## src/logic/cachePkg.sv

```systemverilog
package cachePkg;

  // Cache geometry, shared by both caches
  localparam int wordsPerLine = 4;
  localparam int numLines     = 16;

  // Address split below the byte offset
  localparam int offsetBits = $clog2(wordsPerLine);
  localparam int indexBits  = $clog2(numLines);
  localparam int tagBits    = 32 - indexBits - offsetBits - 2;

  // Control register bit positions
  localparam int icacheEnableBit = 12;
  localparam int dcacheEnableBit = 2;

  typedef struct packed {
    logic        valid;
    logic        write;
    logic [31:0] addr;
    logic [31:0] wdata;
    logic [3:0]  byteMask;
  } cpuReqT;

  typedef struct packed {
    logic [31:0] rdata;
    logic        stall;
  } cpuRspT;

  typedef enum logic [1:0] {
    cpControl,
    cpInvalidateI,
    cpInvalidateD,
    cpInvalidateAll
  } cpOpT;

endpackage

```

## src/logic/busPkg.sv

```systemverilog
package busPkg;

  // Wishbone classic, master to slave
  typedef struct packed {
    logic        cyc;
    logic        stb;
    logic        we;
    logic [31:0] adr;
    logic [31:0] dat;
    logic [3:0]  sel;
  } wbMasterT;

  // Wishbone classic, slave to master
  typedef struct packed {
    logic        ack;
    logic [31:0] dat;
  } wbSlaveT;

  // Who owns the external bus
  typedef enum logic [1:0] {
    arbIdle,
    arbData,
    arbInstr
  } arbStateT;

endpackage

```

## src/logic/cacheControl.sv

```systemverilog
`timescale 1ns/1ps

module cacheControl (
  input  logic               clk,
  input  logic               rstN,
  input  logic               cpEn,
  input  logic               cpWrite,
  input  cachePkg::cpOpT     cpOp,
  input  logic [31:0]        cpWdata,
  output logic [31:0]        cpRdata,
  output logic               icacheEnable,
  output logic               dcacheEnable,
  output logic               invalidateI,
  output logic               invalidateD
);

  logic [31:0] controlReg;
  logic        opWrite;

  assign opWrite = cpEn && cpWrite;

  always_ff @(posedge clk or negedge rstN)
  begin
    if (!rstN)
    begin
      controlReg <= '0;
    end
    else if (opWrite && (cpOp == cachePkg::cpControl))
    begin
      controlReg <= cpWdata;
    end
  end

  // Invalidates last exactly as long as the coprocessor strobe
  always_comb
  begin
    invalidateI = 1'b0;
    invalidateD = 1'b0;
    if (opWrite)
    begin
      case (cpOp)
        cachePkg::cpInvalidateI:   invalidateI = 1'b1;
        cachePkg::cpInvalidateD:   invalidateD = 1'b1;
        cachePkg::cpInvalidateAll:
        begin
          invalidateI = 1'b1;
          invalidateD = 1'b1;
        end
        default: ;
      endcase
    end
  end

  assign cpRdata      = controlReg;
  assign icacheEnable = controlReg[cachePkg::icacheEnableBit];
  assign dcacheEnable = controlReg[cachePkg::dcacheEnableBit];

endmodule

```

## src/logic/instrCache.sv

```systemverilog
`timescale 1ns/1ps

module instrCache (
  input  logic             clk,
  input  logic             rstN,
  input  logic             enable,
  input  logic             invalidate,
  input  cachePkg::cpuReqT req,
  output cachePkg::cpuRspT rsp,
  output busPkg::wbMasterT wbOut,
  input  busPkg::wbSlaveT  wbIn
);

  typedef enum logic [1:0] {
    icIdle,
    icFill,
    icUncached
  } icStateT;

  icStateT state;

  logic [cachePkg::tagBits-1:0]    tagArr [cachePkg::numLines];
  logic [31:0]                     dataArr [cachePkg::numLines*cachePkg::wordsPerLine];
  logic [cachePkg::numLines-1:0]   validArr;
  logic [cachePkg::offsetBits-1:0] wordCnt;
  logic [31:0]                     bypassData;
  logic                            doneFlag;

  logic [cachePkg::tagBits-1:0]    reqTag;
  logic [cachePkg::indexBits-1:0]  reqIndex;
  logic [cachePkg::offsetBits-1:0] reqWord;
  logic                            hit;
  logic                            missStart;

  assign reqWord  = req.addr[cachePkg::offsetBits+1:2];
  assign reqIndex =
    req.addr[cachePkg::indexBits+cachePkg::offsetBits+1 : cachePkg::offsetBits+2];
  assign reqTag   = req.addr[31 : 32-cachePkg::tagBits];

  assign hit       = enable && validArr[reqIndex] && (tagArr[reqIndex] == reqTag);
  assign missStart = (state == icIdle) && req.valid && !hit && !doneFlag;

  always_ff @(posedge clk or negedge rstN)
  begin
    if (!rstN)
    begin
      state    <= icIdle;
      wordCnt  <= '0;
      validArr <= '0;
      doneFlag <= 1'b0;
    end
    else
    begin
      doneFlag <= 1'b0;
      case (state)
        icIdle:
          if (missStart)
          begin
            wordCnt <= '0;
            if (enable)
            begin
              validArr[reqIndex] <= 1'b0;
              state              <= icFill;
            end
            else
            begin
              state <= icUncached;
            end
          end
        icFill:
          if (wbIn.ack)
          begin
            wordCnt <= wordCnt + 1'b1;
            // All ones means the last word of the line
            if (&wordCnt)
            begin
              validArr[reqIndex] <= 1'b1;
              state              <= icIdle;
            end
          end
        icUncached:
          if (wbIn.ack)
          begin
            doneFlag <= 1'b1;
            state    <= icIdle;
          end
        default: state <= icIdle;
      endcase
      if (invalidate)
      begin
        validArr <= '0;
      end
    end
  end

  // Arrays and bypass word
  always_ff @(posedge clk)
  begin
    if ((state == icFill) && wbIn.ack)
    begin
      dataArr[{reqIndex, wordCnt}] <= wbIn.dat;
      tagArr[reqIndex]             <= reqTag;
    end
    if ((state == icUncached) && wbIn.ack)
    begin
      bypassData <= wbIn.dat;
    end
  end

  always_comb
  begin
    wbOut = '0;
    case (state)
      icFill:
      begin
        wbOut.cyc = 1'b1;
        wbOut.stb = 1'b1;
        wbOut.adr = {req.addr[31:cachePkg::offsetBits+2], wordCnt, 2'b00};
        wbOut.sel = 4'hf;
      end
      icUncached:
      begin
        wbOut.cyc = 1'b1;
        wbOut.stb = 1'b1;
        wbOut.adr = {req.addr[31:2], 2'b00};
        wbOut.sel = 4'hf;
      end
      default: ;
    endcase
  end

  assign rsp.stall = (state != icIdle) || missStart;
  assign rsp.rdata = doneFlag ? bypassData : dataArr[{reqIndex, reqWord}];

endmodule

```

## src/logic/dataCache.sv

```systemverilog
`timescale 1ns/1ps

module dataCache (
  input  logic             clk,
  input  logic             rstN,
  input  logic             enable,
  input  logic             invalidate,
  input  cachePkg::cpuReqT req,
  output cachePkg::cpuRspT rsp,
  output busPkg::wbMasterT wbOut,
  input  busPkg::wbSlaveT  wbIn
);

  typedef enum logic [1:0] {
    dcIdle,
    dcFill,
    dcRead,
    dcWrite
  } dcStateT;

  dcStateT state;

  logic [cachePkg::tagBits-1:0]    tagArr [cachePkg::numLines];
  logic [31:0]                     dataArr [cachePkg::numLines*cachePkg::wordsPerLine];
  logic [cachePkg::numLines-1:0]   validArr;
  logic [cachePkg::offsetBits-1:0] wordCnt;
  logic [31:0]                     bypassData;
  logic                            doneFlag;

  logic [cachePkg::tagBits-1:0]    reqTag;
  logic [cachePkg::indexBits-1:0]  reqIndex;
  logic [cachePkg::offsetBits-1:0] reqWord;
  logic                            lineMatch;
  logic                            hit;
  logic                            accessStart;

  assign reqWord  = req.addr[cachePkg::offsetBits+1:2];
  assign reqIndex =
    req.addr[cachePkg::indexBits+cachePkg::offsetBits+1 : cachePkg::offsetBits+2];
  assign reqTag   = req.addr[31 : 32-cachePkg::tagBits];

  // Line present, whether or not the cache is enabled
  assign lineMatch = validArr[reqIndex] && (tagArr[reqIndex] == reqTag);
  assign hit       = enable && lineMatch;

  // Stores always go to the bus, loads only on a miss
  assign accessStart = (state == dcIdle) && req.valid && !doneFlag && (req.write || !hit);

  always_ff @(posedge clk or negedge rstN)
  begin
    if (!rstN)
    begin
      state    <= dcIdle;
      wordCnt  <= '0;
      validArr <= '0;
      doneFlag <= 1'b0;
    end
    else
    begin
      doneFlag <= 1'b0;
      case (state)
        dcIdle:
          if (accessStart)
          begin
            wordCnt <= '0;
            if (req.write)
            begin
              state <= dcWrite;
            end
            else if (enable)
            begin
              validArr[reqIndex] <= 1'b0;
              state              <= dcFill;
            end
            else
            begin
              state <= dcRead;
            end
          end
        dcFill:
          if (wbIn.ack)
          begin
            wordCnt <= wordCnt + 1'b1;
            if (&wordCnt)
            begin
              validArr[reqIndex] <= 1'b1;
              state              <= dcIdle;
            end
          end
        dcRead, dcWrite:
          if (wbIn.ack)
          begin
            doneFlag <= 1'b1;
            state    <= dcIdle;
          end
        default: state <= dcIdle;
      endcase
      if (invalidate)
      begin
        validArr <= '0;
      end
    end
  end

  // Fill words, store merge and the bypass word
  always_ff @(posedge clk)
  begin
    if ((state == dcFill) && wbIn.ack)
    begin
      dataArr[{reqIndex, wordCnt}] <= wbIn.dat;
      tagArr[reqIndex]             <= reqTag;
    end
    if ((state == dcWrite) && wbIn.ack && lineMatch)
    begin
      for (int b = 0; b < 4; b++)
      begin
        if (req.byteMask[b])
        begin
          dataArr[{reqIndex, reqWord}][8*b +: 8] <= req.wdata[8*b +: 8];
        end
      end
    end
    if ((state == dcRead) && wbIn.ack)
    begin
      bypassData <= wbIn.dat;
    end
  end

  always_comb
  begin
    wbOut = '0;
    case (state)
      dcFill:
      begin
        wbOut.cyc = 1'b1;
        wbOut.stb = 1'b1;
        wbOut.adr = {req.addr[31:cachePkg::offsetBits+2], wordCnt, 2'b00};
        wbOut.sel = 4'hf;
      end
      dcRead:
      begin
        wbOut.cyc = 1'b1;
        wbOut.stb = 1'b1;
        wbOut.adr = {req.addr[31:2], 2'b00};
        wbOut.sel = 4'hf;
      end
      dcWrite:
      begin
        wbOut.cyc = 1'b1;
        wbOut.stb = 1'b1;
        wbOut.we  = 1'b1;
        wbOut.adr = {req.addr[31:2], 2'b00};
        wbOut.dat = req.wdata;
        wbOut.sel = req.byteMask;
      end
      default: ;
    endcase
  end

  assign rsp.stall = (state != dcIdle) || accessStart;
  assign rsp.rdata = doneFlag ? bypassData : dataArr[{reqIndex, reqWord}];

endmodule

```

## src/logic/busArbiter.sv

```systemverilog
`timescale 1ns/1ps

module busArbiter (
  input  logic             clk,
  input  logic             rstN,
  input  busPkg::wbMasterT dataBus,
  input  busPkg::wbMasterT instrBus,
  output busPkg::wbSlaveT  dataRsp,
  output busPkg::wbSlaveT  instrRsp,
  output busPkg::wbMasterT wbOut,
  input  busPkg::wbSlaveT  wbIn
);

  busPkg::arbStateT state;
  busPkg::arbStateT nextState;

  // Grant moves only once the owner has dropped cyc
  always_comb
  begin
    nextState = state;
    case (state)
      busPkg::arbIdle:
        if (dataBus.cyc)
          nextState = busPkg::arbData;
        else if (instrBus.cyc)
          nextState = busPkg::arbInstr;
      busPkg::arbData:
        if (!dataBus.cyc)
          nextState = instrBus.cyc ? busPkg::arbInstr : busPkg::arbIdle;
      busPkg::arbInstr:
        if (!instrBus.cyc)
          nextState = dataBus.cyc ? busPkg::arbData : busPkg::arbIdle;
      default: nextState = busPkg::arbIdle;
    endcase
  end

  always_ff @(posedge clk or negedge rstN)
  begin
    if (!rstN)
      state <= busPkg::arbIdle;
    else
      state <= nextState;
  end

  // Read data goes to both, ack only to the owner
  always_comb
  begin
    wbOut        = '0;
    dataRsp.dat  = wbIn.dat;
    dataRsp.ack  = 1'b0;
    instrRsp.dat = wbIn.dat;
    instrRsp.ack = 1'b0;
    case (state)
      busPkg::arbData:
      begin
        wbOut       = dataBus;
        dataRsp.ack = wbIn.ack;
      end
      busPkg::arbInstr:
      begin
        wbOut        = instrBus;
        instrRsp.ack = wbIn.ack;
      end
      default: ;
    endcase
  end

endmodule

```

## src/logic/memSubsystem.sv

```systemverilog
`timescale 1ns/1ps

module memSubsystem (
  input  logic             clk,
  input  logic             rstN,
  input  cachePkg::cpuReqT fetchReq,
  output cachePkg::cpuRspT fetchRsp,
  input  cachePkg::cpuReqT dataReq,
  output cachePkg::cpuRspT dataRsp,
  input  logic             cpEn,
  input  logic             cpWrite,
  input  cachePkg::cpOpT   cpOp,
  input  logic [31:0]      cpWdata,
  output logic [31:0]      cpRdata,
  output busPkg::wbMasterT wbOut,
  input  busPkg::wbSlaveT  wbIn
);

  logic             icacheEnable;
  logic             dcacheEnable;
  logic             invalidateI;
  logic             invalidateD;
  busPkg::wbMasterT instrWb;
  busPkg::wbMasterT dataWb;
  busPkg::wbSlaveT  instrWbRsp;
  busPkg::wbSlaveT  dataWbRsp;

  cacheControl ctrl0 (
    .clk          (clk),
    .rstN         (rstN),
    .cpEn         (cpEn),
    .cpWrite      (cpWrite),
    .cpOp         (cpOp),
    .cpWdata      (cpWdata),
    .cpRdata      (cpRdata),
    .icacheEnable (icacheEnable),
    .dcacheEnable (dcacheEnable),
    .invalidateI  (invalidateI),
    .invalidateD  (invalidateD)
  );

  instrCache icache0 (
    .clk        (clk),
    .rstN       (rstN),
    .enable     (icacheEnable),
    .invalidate (invalidateI),
    .req        (fetchReq),
    .rsp        (fetchRsp),
    .wbOut      (instrWb),
    .wbIn       (instrWbRsp)
  );

  dataCache dcache0 (
    .clk        (clk),
    .rstN       (rstN),
    .enable     (dcacheEnable),
    .invalidate (invalidateD),
    .req        (dataReq),
    .rsp        (dataRsp),
    .wbOut      (dataWb),
    .wbIn       (dataWbRsp)
  );

  // Data side has priority on the shared bus
  busArbiter arb0 (
    .clk      (clk),
    .rstN     (rstN),
    .dataBus  (dataWb),
    .instrBus (instrWb),
    .dataRsp  (dataWbRsp),
    .instrRsp (instrWbRsp),
    .wbOut    (wbOut),
    .wbIn     (wbIn)
  );

endmodule

```

## config.mk

```make
export PLATFORM = sky130hd
export DESIGN_NAME = memSubsystem
export DESIGN_NICKNAME = d
export VERILOG_FILES = /design/src/logic/cachePkg.sv /design/src/logic/busPkg.sv /design/src/logic/cacheControl.sv /design/src/logic/instrCache.sv /design/src/logic/dataCache.sv /design/src/logic/busArbiter.sv /design/src/logic/memSubsystem.sv
export SDC_FILE = /design/constraint.sdc
export NUM_CORES = 2
export LEC_CHECK = 0
export BUFFER_PORTS_ARGS = -buffer_cell sky130_fd_sc_hd__buf_2
export CAP_MARGIN = 40
export CORE_ASPECT_RATIO = 1.75
export CORE_MARGIN = 1.5
export CORE_UTILIZATION = 60
export DETAILED_ROUTE_END_ITERATION = 10
export MAX_ROUTING_LAYER = met4
export PLACE_DENSITY = 0.77
export SLEW_MARGIN = 20
export SYNTH_ARGS = -nofsm -noshare
export SYNTH_HDL_FRONTEND = slang
export SYNTH_HIERARCHICAL = 1
export SYNTH_MEMORY_MAX_BITS = 65536
export SYNTH_SLANG_ARGS = --single-unit
```

## constraint.sdc

```tcl
create_clock -name clk -period 12.55 [get_ports clk]
set_clock_uncertainty 0.1 [all_clocks]
set_input_delay 0.6275 -clock clk [delete_from_list [all_inputs] [get_ports clk]]
set_output_delay 0.6275 -clock clk [all_outputs]
set_load 0.05 [all_outputs]
```

==> out/metrics.cfg <==
[clocking]
path_clk_slew_ns = 0.07
h-tree-depth = 5
cts_sinks = 5004
tritoncts = yes
cts_resized = 0
numCtsBuffers = 418
root_buffer = clkbuf_16
cts_hold_buf = 76
insertion_delay_ns = 0.96
post-cts-setup-buffer-count = 0
ctsLongestPathBuffers = 4

[sta]
final.min_clock_period_ns = 6.68
setup_viol = 0
setup_tns_ns = 0
final_max_slew_viol_count = 0
final_hold_viol_count = 0
tightest_slew_ns = 1.04
fmax_mhz = 150
slew_headroom = 0.309
rsz0062_at_grt = false
fin_crit_sh = 0.533
fin_ws_ns = 5.87
holdWs_ns = 0.0424

[worst_setup_path]
regToRegStartpoint = arb0/state[1]
cp_data_required_time_ns = 11.82
crit_path_end_kind = output port
critical_path_class = input pin to output port
startpoint = dataReq[40]
reg2reg_depth = 13
arrival_ns = 5.96
path_max_fanout = 47
timing.reg2reg.setup_slack_ns = 6.32
critPathLaunchType = input pin
r2r_end = dcache0/dataArr[0][4]

[run_status]
status = finished, final reports clean

[placement]
port_buffers = 336
place.gp.congestion = 0.907
dpl.hpwl_mm = 327
pre_cts_slack_ns = 4.85

[drt]
viasPerCell = 7.00
wl_mm = 553
dr.pass1.iters = 6
drc = 0
drt-initial-drc-count = 14800
vias = 104000
wl_per_cell_um = 37.1
antenna_left = 0

[floorplan]
floorplan.initialDensity = 0.603
die_area_um2 = 333000
core_um2 = 328000
die_w_um = 437
fp-row-count = 278
io_pins = 380
fp.dieH_um = 763

[pwr]
p_leak_nw = 71.3
power_density_nw_per_um2 = 159
ir_worst_vdd_v = 0.000231

[min_path]
min_to = icache0/dataArr[18][4]
hp-class = input pin to flop
hp-start = wbIn[4]
whs_path_depth = 1

[cells_and_area]
fin_nets = 10400
synthToLayoutAreaGrowth_pct = 12.2
drive_above_1_share = 0.295

[synth]
synth.area.mux_share = 0.162
synth_top_cell_area_share = 0.748
synth-adder-area-share = 0.000822
yosysSeqAreaShare = 0.757
synth_edf_count = 4928
synth_top_family_by_area = multiplexers
synth_top_area_cell = edfxtp_1
synth.most_common_cell = edfxtp_1
ys.flop_type = edfxtp_1
synth-async-reset-ratio = 0.0152
synth.cells.most_frequent = edfxtp_1, mux4_2, nand2_1
netlist_area_um2 = 198000
synth_area_leaders = edfxtp_1, mux4_2, mux2i_1
avgSynthCellArea_um2 = 21.0
yosys.area_share.simple = 0.0315
yosys.area_share.xor_xnor = 0.00212
synth_cells = 9442
yosys_warnings = 6
synth_compound_gate_area_share = 0.0277
ys_seq_elements = 5004
synth_cell_types = 87

[global_route]
grt_antenna_before_repair = 42
grt_max_degree = 130
grt_pass1_vias = 106000
grt_first_pass_wirelength_mm = 779
grt_usage = 0.342
overflow = 0

[flow_run]
drv_cap = 0

-- cell usage in the layout (no fill, tap or decap), drive strengths merged, types with 27 or more instances in the layout --
cell | Yosys | final
edfxtp | 4928 | 4928
mux4 | 1246 | 1246
buf | 416 | 889
clkbuf | 278 | 506
nand2 | 431 | 431
nor3 | 323 | 323
mux2i | 295 | 295
a22oi | 221 | 221
clkinv | 1 | 176
nor2 | 168 | 168
a21oi | 134 | 134
o21ai | 92 | 92
nor2b | 91 | 91
and2 | 90 | 90
dlygate4sd3 | 0 | 77
dfrtp | 76 | 76
mux2 | 74 | 74
inv | 58 | 72
bufinv | 0 | 55
o22ai | 50 | 50
nand3 | 41 | 41
conb | 2 | 37
nand2b | 37 | 37
diode | 0 | 35
a221oi | 32 | 32
xnor2 | 31 | 31
a22o | 30 | 30
a211oi | 27 | 27
-- routing by layer --
layer  share of wire  track usage  wire, µm
met2            0.50        0.555    277000
met3            0.11       0.0659     62300
met1            0.30        0.392    168000
met5               0            -         0
met4           0.082        0.221     45200
-- state kept, by name, indices dropped and copies added (netlist names) --
signal / count
dcache0/wordCnt: 2
icache0/dataArr: 2048
icache0/state: 2
icache0/doneFlag: 1
dcache0/doneFlag: 1
icache0/wordCnt: 2
dcache0/dataArr: 2048
dcache0/tagArr: 384
icache0/tagArr: 384
icache0/validArr: 16
dcache0/state: 2
arb0/state: 2
dcache0/bypassData: 32
ctrl0/cpRdata: 32
icache0/bypassData: 32
dcache0/validArr: 16
-- stage by stage --
stage | instances | util | power [mW] | area, µm²
6_report | 14900 | 0.677 | 35.3 | 222000
5_1_grt | 14900 | 0.677 | 36.0 | 222000
4_1_cts | 14800 | 0.675 | 35.2 | 221000
3_5_place_dp | 14000 | 0.631 | 22.1 | 207000
3_3_place_gp | 13800 | 0.625 | 22.0 | 205000
2_1_floorplan | 9477 | - | 20.9 | 198000
-- area by class of cell --
cell class / count / area (µm²)
inverters: 59 / 234
repair buffers: 968 / 7130
flip-flops and latches: 5004 / 150000
diodes: 35 / 87.6
clock buffers: 505 / 11000
clock inverters: 269 / 2800
multi-input cells: 3720 / 45300
fillers: 19500 / 106000
well taps: 4340 / 5430
-- kinds of logic after synthesis --
family,after synthesis
multiplexers,1615
AND/OR/NAND/NOR,1249
buffers and inverters,753
adder cells (fa/ha/maj),13
AO/OA/AOI/OAI,758
other,2
flip-flops,5004
XOR/XNOR,48
-- how the worst max path moves through the flow --
stage / end / slack [ns] / depth (start not counted)
3_3_place_gp: dcache0/dataArr[41][2] / 4.38 / 14
6_report: dataRsp[17] / 5.87 / 14
4_1_cts: dcache0/dataArr[11][18] / 5.86 / 17
5_1_grt: dataRsp[17] / 5.79 / 14
2_1_floorplan: icache0/dataArr[56][0] / 6.02 / 10
3_5_place_dp: dcache0/dataArr[0][4] / 4.85 / 17
-- worst max-delay path, stage by stage --
cell and delay (ns):
buf_8 0.23, buf_4 0.30, buf_16 0.24, buf_4 0.24, buf_16 0.22, inv_6 0.48, buf_4 0.66, buf_4 0.57
mux4_2 0.40, inv_1 0.08, a21oi_1 0.70, a221oi_1 0.26, a21oi_1 0.38, buf_2 0.34
-- power breakdown --
| group | switching (mW) | internal [mW] |
|---|---|---|
| Combinational | 2.40 | 1.02 |
| Sequential | 0.0577 | 18.4 |
| Clock | 5.95 | 7.42 |
| Total | 8.41 | 26.9 |
Power figures use the tool's default switching activity.
